**src/logic/ext_mem_pkg.sv**
```systemverilog
// Shared constants for the external-memory subsystem
package ext_mem_pkg;

   // Bus word and byte lanes
   localparam int DATA_W = 32;
   localparam int STRB_W = DATA_W / 8;

   // Byte address width seen by the processor ports
   localparam int ADDR_W_DEF = 16;

   // L1 geometry, 16 lines per cache
   localparam int L1_INDEX_W_DEF = 4;

   // L2 geometry, 64 lines
   localparam int L2_INDEX_W_DEF = 6;

   // Words per line as a power of two, same for every level
   localparam int OFFSET_W_DEF = 2;

   // All addresses on the buses are word addresses, ADDR_W - 2 bits wide.
   // A line covers 2**OFFSET_W consecutive words and is fetched in word order.
   // Tag width follows from the address width and the cache geometry:
   //    tag = (ADDR_W - 2) - INDEX_W - OFFSET_W
   // With the defaults this gives 14 - 4 - 2 = 8 tag bits for the L1 caches
   // and 14 - 6 - 2 = 6 tag bits for the L2.

endpackage
```
**src/logic/line_cache.sv**
```systemverilog
`timescale 1ns/100ps

module line_cache #(
   parameter int ADDR_W   = 16,
   parameter int INDEX_W  = 4,
   parameter int OFFSET_W = 2
) (
   input  logic                            clk_i,
   input  logic                            arst_i,
   // Front end
   input  logic                            req_i,
   input  logic [ADDR_W-3:0]               addr_i,
   input  logic [ext_mem_pkg::DATA_W-1:0]  wdata_i,
   input  logic [ext_mem_pkg::STRB_W-1:0]  wstrb_i,
   output logic [ext_mem_pkg::DATA_W-1:0]  rdata_o,
   output logic                            ack_o,
   // Invalidate control
   input  logic                            invalidate_i,
   output logic                            invalidate_o,
   // Back end
   output logic                            be_req_o,
   output logic [ADDR_W-3:0]               be_addr_o,
   output logic [ext_mem_pkg::DATA_W-1:0]  be_wdata_o,
   output logic [ext_mem_pkg::STRB_W-1:0]  be_wstrb_o,
   input  logic [ext_mem_pkg::DATA_W-1:0]  be_rdata_i,
   input  logic                            be_ack_i
);

   localparam int AW    = ADDR_W - 2;
   localparam int TAG_W = AW - INDEX_W - OFFSET_W;
   localparam int LINES = 1 << INDEX_W;
   localparam int WORDS = 1 << (INDEX_W + OFFSET_W);

   localparam logic [2:0] S_IDLE    = 3'd0;
   localparam logic [2:0] S_LOOKUP  = 3'd1;
   localparam logic [2:0] S_REFILL  = 3'd2;
   localparam logic [2:0] S_WRITE   = 3'd3;
   localparam logic [2:0] S_RESPOND = 3'd4;

   logic [2:0]                      state_q, state_d;
   logic [OFFSET_W-1:0]             cnt_q;     // Refill word counter
   logic                            inv_pend_q;
   logic [LINES-1:0]                valid_q;
   logic [TAG_W-1:0]                tag_mem [LINES];
   logic [ext_mem_pkg::DATA_W-1:0]  data_mem [WORDS];

   logic [TAG_W-1:0]                tag;
   logic [INDEX_W-1:0]              idx;
   logic [INDEX_W+OFFSET_W-1:0]     word_sel;
   logic                            hit;
   logic                            is_write;
   logic                            do_inv;
   logic                            refill_done;

   assign tag      = addr_i[AW-1 -: TAG_W];
   assign idx      = addr_i[OFFSET_W +: INDEX_W];
   assign word_sel = addr_i[INDEX_W+OFFSET_W-1:0];
   assign hit      = valid_q[idx] && (tag_mem[idx] == tag);
   assign is_write = |wstrb_i;

   // Invalidate only from idle, either fresh or deferred
   assign do_inv       = (state_q == S_IDLE) && (invalidate_i || inv_pend_q);
   assign invalidate_o = do_inv;
   assign refill_done  = (state_q == S_REFILL) && be_ack_i && (&cnt_q);

   // Front end response
   assign rdata_o = data_mem[word_sel];
   assign ack_o   = (state_q == S_RESPOND) ||
                    ((state_q == S_LOOKUP) && !is_write && hit);

   // Back end request, refill walks the line in word order
   assign be_req_o   = (state_q == S_REFILL) || (state_q == S_WRITE);
   assign be_addr_o  = (state_q == S_REFILL) ? {tag, idx, cnt_q} : addr_i;
   assign be_wdata_o = wdata_i;
   assign be_wstrb_o = (state_q == S_WRITE) ? wstrb_i : '0;

   always_comb begin
      state_d = state_q;
      case (state_q)
         S_IDLE: begin
            if (!do_inv && req_i) state_d = S_LOOKUP;
         end
         S_LOOKUP: begin
            if (is_write)
               state_d = S_WRITE;
            else if (hit)
               state_d = S_IDLE;   // Hit acked this cycle
            else
               state_d = S_REFILL;
         end
         S_REFILL: begin
            if (refill_done) state_d = S_RESPOND;
         end
         S_WRITE: begin
            if (be_ack_i) state_d = S_RESPOND;
         end
         default: state_d = S_IDLE;  // Respond
      endcase
   end

   always_ff @(posedge clk_i or posedge arst_i) begin
      if (arst_i) begin
         state_q    <= S_IDLE;
         cnt_q      <= '0;
         inv_pend_q <= 1'b0;
         valid_q    <= '0;
      end else begin
         state_q <= state_d;

         if (do_inv)
            inv_pend_q <= 1'b0;
         else if (invalidate_i)
            inv_pend_q <= 1'b1;   // Busy, hold until idle

         if (state_q == S_LOOKUP)
            cnt_q <= '0;
         else if ((state_q == S_REFILL) && be_ack_i)
            cnt_q <= cnt_q + 1'b1;

         if (do_inv)
            valid_q <= '0;
         else if ((state_q == S_LOOKUP) && !is_write && !hit)
            valid_q[idx] <= 1'b0;  // Line is overwritten during refill
         else if (refill_done)
            valid_q[idx] <= 1'b1;
      end
   end

   always_ff @(posedge clk_i) begin
      if (refill_done) tag_mem[idx] <= tag;
   end

   // Line data, refill words or write-through merge on a hit
   always_ff @(posedge clk_i) begin
      if ((state_q == S_REFILL) && be_ack_i) begin
         data_mem[{idx, cnt_q}] <= be_rdata_i;
      end else if ((state_q == S_WRITE) && be_ack_i && hit) begin
         for (int b = 0; b < ext_mem_pkg::STRB_W; b++) begin
            if (wstrb_i[b]) data_mem[word_sel][8*b +: 8] <= wdata_i[8*b +: 8];
         end
      end
   end

endmodule

```
**config.mk**
```make
export PLATFORM = sky130hd
export DESIGN_NAME = line_cache
export DESIGN_NICKNAME = d
export VERILOG_FILES = /design/src/logic/ext_mem_pkg.sv /design/src/logic/line_cache.sv
export SDC_FILE = /design/constraint.sdc
export NUM_CORES = 2
export LEC_CHECK = 0
export BUFFER_PORTS_ARGS = -buffer_cell sky130_fd_sc_hd__buf_2
export CORE_ASPECT_RATIO = 1.2
export CORE_MARGIN = 3
export CORE_UTILIZATION = 50
export CTS_BUF_LIST = sky130_fd_sc_hd__clkbuf_8 sky130_fd_sc_hd__clkbuf_16
export DETAILED_ROUTE_END_ITERATION = 16
export PLACE_DENSITY = 0.67
export SLEW_MARGIN = 20
export SYNTH_ARGS = -nofsm -noshare
export SYNTH_HDL_FRONTEND = slang
export SYNTH_SLANG_ARGS = --single-unit
```
**constraint.sdc**
```tcl
create_clock -name clk_i -period 6.7 [get_ports clk_i]
set_input_delay 1.005 -clock clk_i [delete_from_list [all_inputs] [get_ports clk_i]]
set_output_delay 1.005 -clock clk_i [all_outputs]
set_load 0.02 [all_outputs]
```
==> impl_results.md <==
- Status: completed
- DP Wirelength: 128000 um
- Area growth syn-to-layout: 13.46%
- Fin crit share: 0.8292
- Global-route wire length before repair: 305600 um
- IR drop worst, VDD: 0.2415 mV
- Total Power: 29.30 mW
- Flops & latches, synth: 2198
- Worst endpoint required time: 5.69 ns
- Worst-case clock buffer depth: 3
- Clk pin slew, worst setup/hold paths: 0.06 ns
- Syn nets: 3998
- FMAX: 0.1800 GHz
- Die Ht: 461.1 um
- Sequential cell area: 0.06589 sq mm
- Synth warnings: 0
- Critical Path Start: addr_i[2]
- Row cnt: 166
- Slack of the worst reg-to-reg path: 2.19 ns
- Dpl cell area: 0.09068 sq mm
- Fill count: 12150
- Lkg Pwr: 30.49 nW
- Crit Path Max Fanout: 50
- Total track usage: 0.2395
- EDFF count, synth: 2176
- Mapped Cells: 3910
- Root buffer cell: clkbuf_16
- IO Port Bufs: 171
- Max cap viols: 0
- Worst-Margin Slew: 1.218 ns
- Flop pwr share: 0.520
- Power per cell area: 299.2 mW/mm^2
- Clk_lat worst skew: 0.83 ns
- Avg Cell Area, Syn: 22.07 sq um
- R2R depth: 10
- Post-route design area: 0.09791 sq mm
- Fin Hold WS: 0.4049 ns
- Post-synth ARST share: 0.01001
- Setup Buffers After CTS: 0
- Area of the multi-input gates: 0.01976 sq mm
- Post-synthesis sequential area ratio: 0.7636
- Ports: 172
- Post-synth top flop: edfxtp_1
- Final setup violation count: 0
- H-tree Lvls: 4
- Distinct cell type count after synthesis: 54
- Net Switching: 6.823 mW
- Die Area: 0.1776 sq mm
- Hold_buf cts: 0
- Die Wd: 385.2 um
- Post-CTS Resized: 0
- Max Transition Viols Final: 0
- Min Tclk post-route: 5.556 ns
- Worst setup path class: primary input to output port
- Critical path capture point type: output port
- Rel. slew slack: 0.1870
- Cell Area, Synth: 0.08630 sq mm
- Worst r2r src: tag_mem[0][2]
- Final WL: 209100 um
- Initial Util: 0.5048
- Worst Setup EP: rdata_o[25]
- Main area contributors after synthesis: edfxtp_1 76%, mux4_2 16%, nor3_1 1.5%, mux2i_1 0.93%, mux2_2 0.77%
- Cts bufs inserted: 202
- Combinational share of power: 0.086
- Number of global-route vias before repair: 42100
- RR Endpoint: data_mem[49][24]
- WL/cell: 31.58 um
- Unrepaired setup endpoints after global routing: false
- Layout Nets: 4269
- Initial DRC Count: 5269
- Vias: 41830
- GRT overflow: 0
- Vias per inst: 6.316
- TritonRoute pass-1 iters: 7
- Clock Power Share: 0.393
- Total negative slack: 0 ns
- Layout Skew: 0.02811 ns
- Clk sinks: 2198
- Synth top area share: 0.7572
- Post-route insts no fill: 6623
- Largest net degree at the start of global routing: 65
- Core area: 0.1709 sq mm
- Final hold vios: 0
- Startpoint types: primary input
- Tightest Hold Check Type: primary input to asynchronous set/reset pin
- Cells after DPL: 6244
- Final ANT Viol Nets: 0
- Routability-driven placement congestion ratio: 0.8330
- Switch share: 0.2329
- Share of cells above drive strength 1: 0.3486
- CTS tree: done
- Pint: 22.47 mW
- Critical Path AT: 4.55 ns
- Area leader, netlist: edfxtp_1
- Initial antenna violation count: 11
- Residual DRC: 0
## registers in the layout (all words and copies together) (netlist names)
signal      count
data_mem     2048
tag_mem       128
valid_q        16
state_q         3
cnt_q           2
inv_pend_q      1
## power by group through the flow
stage               clock, mW  sequential [mW]  combinational, mW
finish                   11.5             15.2               2.52
global route             12.3             15.2               2.62
CTS                      11.7             15.2               2.44
detailed placement          0             15.5               2.43
global placement            0             15.5               2.40
floorplan                   0             15.5               1.36
## kinds of logic after synthesis
logic type	count (synthesis)	synth area share
adder cells (fa/ha/maj)	1	0.0001450
AO/OA/AOI/OAI	212	0.01569
XOR/XNOR	10	0.001015
buffers and inverters	305	0.01662
flip-flops	2198	0.7636
AND/OR/NAND/NOR	422	0.02349
multiplexers	762	0.1795
## critical path: stages
cell	delay (ns)
buf_8	0.41
buf_4	0.77
and2_2	0.30
nand2_1	0.64
o221ai_1	0.43
o21ai_0	0.24
o211ai_1	0.17
a221o_1	0.26
buf_2	0.21
## cell usage in the layout, fill, tap and decap left out, types with 8 or more instances in the layout
cell and count:
a21oi_1 41, a22o_1 19, a22oi_1 19, a31oi_1 11, buf_12 28, buf_2 165, buf_4 168, bufinv_16 24
clkbuf_16 206, clkinv_1 33, clkinv_2 44, clkinv_4 11, clkinvlp_4 12, dfrtp_1 22, edfxtp_1 2176, inv_1 35
inv_6 13, mux2_2 56, mux2i_1 78, mux4_2 622, nand2_1 67, nand2b_1 9, nor2_1 44, nor2_2 9
nor3_1 129, nor3_2 131, o211ai_1 8, o21ai_0 73, o22ai_1 10, xnor2_1 8
## routing by layer
metal,global-route usage,share of wire,up-vias
met2,0.3773,0.49,2027
met1,0.3504,0.40,22420
met4,0.06788,0.023,0
met3,0.04090,0.085,264
li1,-,-,17120
met5,0,0,-
## area by class of cell
cell class	instances	share of cell area
Clock buffer	206	0.05265
Timing Repair Buffer	367	0.02792
Sequential cell	2198	0.6730
Multi-Input combinational cell	1407	0.2018
Clock inverter	169	0.01537
Antenna cell	3	0.00007667
Inverter	5	0.0001917
Tap cell	2268	0.02898
## cell usage after synthesis (11+ instances only)
| master | number |
|---|---|
| buf_1 | 34 |
| nor3_1 | 260 |
| a22o_1 | 19 |
| buf_2 | 78 |
| mux2i_1 | 80 |
| a22oi_1 | 19 |
| a21oi_1 | 41 |
| edfxtp_1 | 2176 |
| dfrtp_1 | 22 |
| a31oi_1 | 11 |
| nand2_1 | 67 |
| mux4_2 | 622 |
| nor2_1 | 54 |
| mux2_2 | 59 |
| buf_4 | 49 |
| o21ai_0 | 73 |
| clkbuf_1 | 138 |
## how the worst min path moves through the flow
| stage | from | end | slack (ns) |
|---|---|---|---|
| final | arst_i | state_q[2] | 0.40 |
| after global routing | invalidate_i | inv_pend_q | 0.41 |
| after CTS | arst_i | state_q[0] | 0.35 |
| after detailed placement | inv_pend_q | inv_pend_q | 0.53 |
| after global placement | inv_pend_q | inv_pend_q | 0.50 |
| after floorplan | inv_pend_q | inv_pend_q | 0.48 |
## stage by stage
step,worst slack [ns],util
after detailed placement,0.7440,0.5305
final,1.144,0.5728
after floorplan,1.746,-
after global routing,0.9374,0.5728
after CTS,1.152,0.5695
after global placement,0.8796,0.5297
(Power assumes the default switching activity.)
