$ cat config.mk
export PLATFORM = sky130hd
export DESIGN_NAME = bus_merge
export DESIGN_NICKNAME = d
export VERILOG_FILES = /design/src/logic/ext_mem_pkg.sv /design/src/logic/bus_merge.sv
export SDC_FILE = /design/constraint.sdc
export NUM_CORES = 1
export LEC_CHECK = 0
export BUFFER_PORTS_ARGS = -buffer_cell sky130_fd_sc_hd__buf_2
export CAP_MARGIN = 20
export CORE_AREA = 3 3 98 100
export CTS_CLUSTER_SIZE = 20
export DETAILED_ROUTE_END_ITERATION = 10
export DIE_AREA = 0 0 101 103
export HOLD_SLACK_MARGIN = 0.06
export PLACE_DENSITY = 0.5
export REMOVE_ABC_BUFFERS = 1
export SYNTH_ARGS = -nofsm -noshare
export SYNTH_HDL_FRONTEND = slang
export SYNTH_SLANG_ARGS = --single-unit
$ cat constraint.sdc
create_clock -name clk_i -period 2.85 [get_ports clk_i]
set_clock_uncertainty 0.2 [all_clocks]
set_input_delay 0.4275 -clock clk_i [delete_from_list [all_inputs] [get_ports clk_i]]
set_output_delay 0.4275 -clock clk_i [all_outputs]
set_load 0.005 [all_outputs]
$ cat src/logic/ext_mem_pkg.sv
// Shared constants for the external-memory subsystem
package ext_mem_pkg;

   // Bus word and byte lanes
   localparam int DATA_W = 32;
   localparam int STRB_W = DATA_W / 8;

   // Byte address width seen by the processor ports
   localparam int ADDR_W_DEF = 16;

   // L1 geometry, 16 lines per cache
   localparam int L1_INDEX_W_DEF = 4;

   // L2 geometry, 64 lines
   localparam int L2_INDEX_W_DEF = 6;

   // Words per line as a power of two, same for every level
   localparam int OFFSET_W_DEF = 2;

   // All addresses on the buses are word addresses, ADDR_W - 2 bits wide.
   // A line covers 2**OFFSET_W consecutive words and is fetched in word order.
   // Tag width follows from the address width and the cache geometry:
   //    tag = (ADDR_W - 2) - INDEX_W - OFFSET_W
   // With the defaults this gives 14 - 4 - 2 = 8 tag bits for the L1 caches
   // and 14 - 6 - 2 = 6 tag bits for the L2.

endpackage
$ cat src/logic/bus_merge.sv
`timescale 1ns/100ps

module bus_merge #(
   parameter int ADDR_W = 16
) (
   input  logic                            clk_i,
   input  logic                            arst_i,
   // Master 0, wins a tie
   input  logic                            m0_req_i,
   input  logic [ADDR_W-3:0]               m0_addr_i,
   input  logic [ext_mem_pkg::DATA_W-1:0]  m0_wdata_i,
   input  logic [ext_mem_pkg::STRB_W-1:0]  m0_wstrb_i,
   output logic [ext_mem_pkg::DATA_W-1:0]  m0_rdata_o,
   output logic                            m0_ack_o,
   // Master 1
   input  logic                            m1_req_i,
   input  logic [ADDR_W-3:0]               m1_addr_i,
   input  logic [ext_mem_pkg::DATA_W-1:0]  m1_wdata_i,
   input  logic [ext_mem_pkg::STRB_W-1:0]  m1_wstrb_i,
   output logic [ext_mem_pkg::DATA_W-1:0]  m1_rdata_o,
   output logic                            m1_ack_o,
   // Slave
   output logic                            s_req_o,
   output logic [ADDR_W-3:0]               s_addr_o,
   output logic [ext_mem_pkg::DATA_W-1:0]  s_wdata_o,
   output logic [ext_mem_pkg::STRB_W-1:0]  s_wstrb_o,
   input  logic [ext_mem_pkg::DATA_W-1:0]  s_rdata_i,
   input  logic                            s_ack_i
);

   logic busy_q;   // Grant active
   logic sel_q;    // Granted master

   always_ff @(posedge clk_i or posedge arst_i) begin
      if (arst_i) begin
         busy_q <= 1'b0;
         sel_q  <= 1'b0;
      end else if (!busy_q) begin
         if (m0_req_i || m1_req_i) begin
            busy_q <= 1'b1;
            sel_q  <= !m0_req_i;
         end
      end else if (s_ack_i) begin
         busy_q <= 1'b0;   // Re-arbitrate next cycle
      end
   end

   assign s_req_o   = busy_q && (sel_q ? m1_req_i : m0_req_i);
   assign s_addr_o  = sel_q ? m1_addr_i  : m0_addr_i;
   assign s_wdata_o = sel_q ? m1_wdata_i : m0_wdata_i;
   assign s_wstrb_o = sel_q ? m1_wstrb_i : m0_wstrb_i;

   assign m0_rdata_o = s_rdata_i;
   assign m1_rdata_o = s_rdata_i;
   assign m0_ack_o   = busy_q && !sel_q && s_ack_i;
   assign m1_ack_o   = busy_q &&  sel_q && s_ack_i;

endmodule

==> summary.txt, run 1 <==
Logic synthesis
  – #FFs+latches synth: 2
  – Mapped Avg Cell Area: 10.9 um2
  – Yosys warning count: 0
  – Distinct cell type count after synthesis: 14
  – Cells after Synth: 133
  – Seq/Total Area, Yosys: 0.0346
  – Cell Area, Synth: 1450 um2

Timing
  – Worst-Margin Slew: 0.435 ns
  – Hold WS: 0.291 ns
  – Final hold violation count: 0
  – Relative slew slack: 0.710
  – Fin. max-slew vios: 0
  – Final worst path period need: 2.32 ns
  – F_max: 431 MHz
  – RSZ-0062 raised after global routing: no
  – Setup ws final: 0.527 ns
  – Final setup fails: 0
  – Final period util: 0.815

Setup path
  – Slowest-stage cell, CP: dfrtp_4
  – Crit path arrival time: 1.70 ns
  – CP Cell Sequence: buf_12 -> mux2_4 -> buf_2
  – CP required: 2.22 ns
  – Crit. End Element: output pin
  – Crit-path max cell delay: 0.69 ns
  – Critical Path Start Type: flip-flop
  – Reg-to-reg startpoint: sel_q
  – CP top delay family: flip-flops
  – Crit path buf inv count: 2
  – CP Class: flip-flop to output pin
  – Crit Path Max Fanout: 30
  – Setup crit start: sel_q

Clock network
  – CTS max path bufs: 2
  – Clock Latency Late Sink: 0.21 ns
  – Clk slew on worst S/H paths: 0.03 ns
  – Clock sink count: 2
  – Root Driver: clkbuf_8
  – H-Tree Level Count: 1
  – Post-CTS Setup Bufs: 0
  – Cts bufs inserted: 3
  – CTS tree: done

Global route
  – Gr ovfl total: 0
  – GRT Util Overall: 0.127
  – First-pass GRT wire length: 9.15 mm
  – Vias in the first global route: 1336
  – Grt met2 use: 0.179
  – M1 GR Usage: 0.140
  – GRT busiest layer: met2
  – Grt met3 use: 0.119
  – Pin count of the biggest net entering global routing: 31
  – Initial antenna violation count: 0

Final layout
  – Nets: 364
  – Share of layout cells above drive strength 1: 0.938
  – Reg area: 53.8 um2
  – Final Core Density: 0.212
  – Non-filler cells, final: 334
  – Number of antenna diodes: 0
  – Area Overhead vs Synth: 28.2%
  – Most frequent cells in the layout: buf_2, mux2_4, clkbuf_8
  – Fillers: 991
  – Multi-input logic area: 797 um2
  – Commonest non-fill, non-tap cell in the layout: buf_2

Detailed routing
  – Vias per inst: 3.96
  – DR pass1 iterations: 4
  – DRT iter0 DRCs: 31
  – Final ANT Viol Nets: 0
  – Routed wire length: 7.42 mm
  – # DRC: 0
  – DR WL/cell: 22.2 um
  – Routed vias: 1322

Run status
  – Outcome: complete, no violations

Placement
  – Inst Count DP: 329
  – Dpl hpwl: 6.60 mm
  – Pre-CTS WS: 0.734 ns
  – Port bufs: 157
  – Final GP Congestion: 0.701

Die
  – Site row count: 34
  – Die Ht: 103 um
  – IO Pins: 254
  – Initial core utilization: 0.165
  – Core area: 8760 um2
  – DIE AREA: 10400 um2
  – Chip Width: 101 um

Pwr
  – Leakage: 0.00111 uW
  – Internal power: 466 uW
  – Max IR drop VDD: 0.374 mV
  – Flop pwr share: 0.103
  – Part of the power in combinational logic: 0.722
  – Clock Power Share: 0.175
  – Psw: 236 uW
  – Pwr/cell area: 379 nW/um2
  – Switching power share of the total: 0.336

Worst hold path
  – Hold_sp: m1_req_i
  – Type of the worst min-delay path: input pin to flip-flop

Job
  – # Max-Cap Violations: 0
[cell usage after synthesis]
| library cell | n | share of area |
|---|---|---|
| buf_12 | 5 | 0.069 |
| inv_1 | 2 | 0.0052 |
| nand2_1 | 1 | 0.0026 |
| a21oi_1 | 1 | 0.0035 |
| nor2b_1 | 2 | 0.0086 |
| mux2i_1 | 1 | 0.0069 |
| buf_6 | 1 | 0.0078 |
| o31a_1 | 1 | 0.0061 |
| mux2_2 | 2 | 0.016 |
| nor2_1 | 2 | 0.0052 |
| dfrtp_1 | 2 | 0.035 |
| buf_4 | 64 | 0.33 |
| mux2_4 | 48 | 0.50 |
| nand2b_1 | 1 | 0.0043 |
[worst reg2reg max path, delay by kind of cell, from the launching register on]
family,cells,cell delay (ns)
flops,1,0.69
buf+inv,1,0.12
compound gates,1,0.15
[final timing paths]
check	slack [ns]	depth (start not counted)	to
max	0.53	3	s_wdata_o[19]
min	0.29	3	sel_q
max reg2reg	1.61	2	sel_q
min reg2reg	0.37	1	busy_q
max in group asynchronous	1.92	3	sel_q
min in group asynchronous	0.40	3	sel_q
[power by group through the flow]
stage               Clock, uW  Sequential [uW]  Combinational (uW)
global route              131             77.5                 546
detailed placement          0             75.3                 514
CTS                       126             75.0                 518
floorplan                   0             97.4                 285
finish                    123             72.6                 507
global placement            0             74.1                 510
[sequential cells by signal, indices dropped and copies added (netlist names)]
signal / count
busy_q: 1
sel_q: 1
[metrics by stage]
| stage | setup TNS (ns) | instance area [um2] | power (uW) |
|---|---|---|---|
| CTS | 0 | 1850 | 719 |
| finish | 0 | 1850 | 702 |
| global route | 0 | 1850 | 754 |
| floorplan | -5.23 | 855 | 383 |
| global placement | 0 | 1800 | 584 |
| detailed placement | 0 | 1800 | 589 |
[layout make-up]
class                   count  share of cell area
repair buffers            159               0.440
multi-input cells          59               0.430
well taps                 108              0.0729
flip-flops and latches      2              0.0290
clock buffers               4              0.0243
inverters                   2             0.00405
[kinds of logic after synthesis]
family | Yosys count | synth area share
compound gates | 2 | 0.00951
buf+inv | 72 | 0.414
flops | 2 | 0.0346
mux | 51 | 0.521
simple gates | 6 | 0.0208
[metal layers]
layer | share of wire | up-vias
met5 | 0 | -
met4 | 0.0054 | 0
met3 | 0.22 | 4
met2 | 0.40 | 180
met1 | 0.38 | 571
li1 | - | 567
[what timing repair did]
| item | 4_1_cts | 5_1_grt |
|---|---|---|
| gates resized for setup | 0 | 0 |
| hold buffers | 1 | 0 |
| setup endpoints to repair | 0 | 0 |
| hold endpoints to repair | 2 | 0 |
No activity file was read; power rests on OpenSTA's default activity.
==> run 2, diff against run 1 <==
- PLACE_DENSITY: 0.5 -> 0.52
- clock period: 2.85 -> 2 ns (I/O delays scaled with it)
==> run 2 against run 1 <==
  * Clock power rose by 37%
  * Core utilization rose by 0.23 points
  * Final area rose by 1.1%
  * Count of clock-buffer cells in the layout did not move
==> summary.txt, run 2 (synthesized netlist as in run 1, its figures left out) <==
Timing
  – Relative slew slack: 0.863 (+0.153)
  – Final worst path period need: 1.88 ns
  – RSZ-0062 raised after global routing: no
  – Setup ws final: 0.123 ns (-0.405 ns)
  – F_max: 533 MHz
  – Fin. max-slew vios: 0 (unchanged)
  – Worst-Margin Slew: 0.206 ns (-0.229 ns)
  – Final period util: 0.939
  – Final setup fails: 0 (unchanged)
  – Final hold violation count: 0 (unchanged)

Setup path
  – Crit path arrival time: 1.38 ns (-0.32 ns)
  – Critical Path Start Type: flip-flop
  – CP required: 1.50 ns (-0.72 ns)
  – CP Class: flip-flop to output pin
  – Crit. End Element: output pin
  – Crit Path Max Fanout: 27 (-10%)

Final layout
  – Nets: 365 (+0.27%)
  – Most frequent cells in the layout: buf_2, mux2_4, clkbuf_8
  – Number of antenna diodes: 0 (unchanged)
  – Commonest non-fill, non-tap cell in the layout: buf_2
  – Final Core Density: 0.214 (+0.00229)
  – Area Overhead vs Synth: 29.6%
  – Share of layout cells above drive strength 1: 0.938 (about the same)
  – Fillers: 1002 (+1.1%)
  – Multi-input logic area: 797 um2 (unchanged)
  – Biggest regs: busy_q (1), sel_q (1)
  – Reg area: 53.8 um2 (unchanged)
  – Non-filler cells, final: 335 (+0.30%)

Pwr
  – Max IR drop VDD: 0.304 mV (-19%)
  – Leakage: 0.00111 uW (+0.84%)
  – Pwr/cell area: 533 nW/um2 (+41%)
  – Design Power: 998 uW (+42%)

Placement
  – Dpl hpwl: 6.18 mm (-6.3%)
  – Port bufs: 157 (unchanged)
  – Inst Count DP: 330 (+0.30%)
  – Final GP Congestion: 0.648 (-7.6%)
  – Pre-CTS WS: 0.322 ns (-0.412 ns)

Clock network
  – Clock Latency Late Sink: 0.21 ns (about the same)
  – CTS tree: done
  – Clk slew on worst S/H paths: 0.03 ns (about the same)
  – H-Tree Level Count: 1 (unchanged)
  – Cts bufs inserted: 3 (unchanged)
  – Post-CTS Setup Bufs: 0 (unchanged)
  – Clock sink count: 2 (unchanged)
  – PostCTS Resize Cnt: 0 (unchanged)
  – CTS max path bufs: 2 (unchanged)
  – CTS Hold Bufs: 1 (unchanged)
  – Root Driver: clkbuf_8

Global route
  – First-pass GRT wire length: 8.20 mm (-10%)
  – Pin count of the biggest net entering global routing: 28 (-9.7%)
  – Gr ovfl total: 0 (unchanged)
  – Initial antenna violation count: 0 (unchanged)
  – Vias in the first global route: 1206 (-9.7%)
  – GRT Util Overall: 0.113 (-0.0141)

Die
  – Chip Width: 101 um (unchanged)
  – Site row count: 34 (unchanged)
  – DIE AREA: 10400 um2 (unchanged)
  – Core area: 8760 um2 (unchanged)
  – IO Pins: 254 (unchanged)
  – Die Ht: 103 um (unchanged)
  – Initial core utilization: 0.165 (unchanged)

Detailed routing
  – DR pass1 iterations: 2 (-2)
  – DRT iter0 DRCs: 7 (-77%)
  – Routed vias: 1324 (+0.15%)
  – # DRC: 0 (unchanged)
  – Final ANT Viol Nets: 0 (unchanged)
  – Routed wire length: 6.90 mm (-7.1%)
  – DR WL/cell: 20.6 um (-7.3%)
  – Vias per inst: 3.95 (-0.15%)

Job
  – # Max-Cap Violations: 0 (unchanged)

Run status
  – Outcome: complete, no violations

Worst hold path
  – Type of the worst min-delay path: input pin to flip-flop
-- run 2: per-stage QoR --
step	area (um2)	hold WS (ns)	TNS [ns]
2_1_floorplan	855	-0.159	-43.95
3_3_place_gp	1820	-0.0334	0
3_5_place_dp	1820	-0.0384	0
4_1_cts	1870	0.158	0
5_1_grt	1870	0.176	0
6_report	1870	0.170	0
-- run 2: final timing paths --
path	startpoint	to	slack [ns]	depth (start not counted)
hold reg to reg	busy_q	busy_q	0.37	1
hold / removal	m1_req_i	sel_q	0.17	3
min in group asynchronous	arst_i	sel_q	0.29	3
max in group asynchronous	arst_i	sel_q	1.18	3
setup reg to reg	sel_q	sel_q	0.85	3
setup / recovery	sel_q	s_wstrb_o[3]	0.12	3
-- run 2: area by class of cell --
class / instances / area share
timing repair buffer: 160 / 0.446
multi-input combinational: 59 / 0.425
clock buffer: 4 / 0.0240
sequential: 2 / 0.0287
inverter: 2 / 0.00401
tap: 108 / 0.0721
-- run 2: where the power goes --
part | total (uW) | internal (uW) | switching [uW]
sequential | 59.7 | 50.2 | 9.48
combinational | 770 | 494 | 276
clock | 168 | 135 | 33.1
-- run 2: critical path: stages, from the launching register on --
cell	delay (ns)
dfrtp_4	0.43
buf_12	0.22
mux2_2	0.38
buf_2	0.13
-- run 2: layer usage --
layer	wire length, um	vias to the layer above	global-route usage
met1	2330	549	0.116
met3	1690	8	0.125
li1	-	570	-
met5	108	-	0.0913
met2	2740	193	0.151
met4	29	4	0.0123
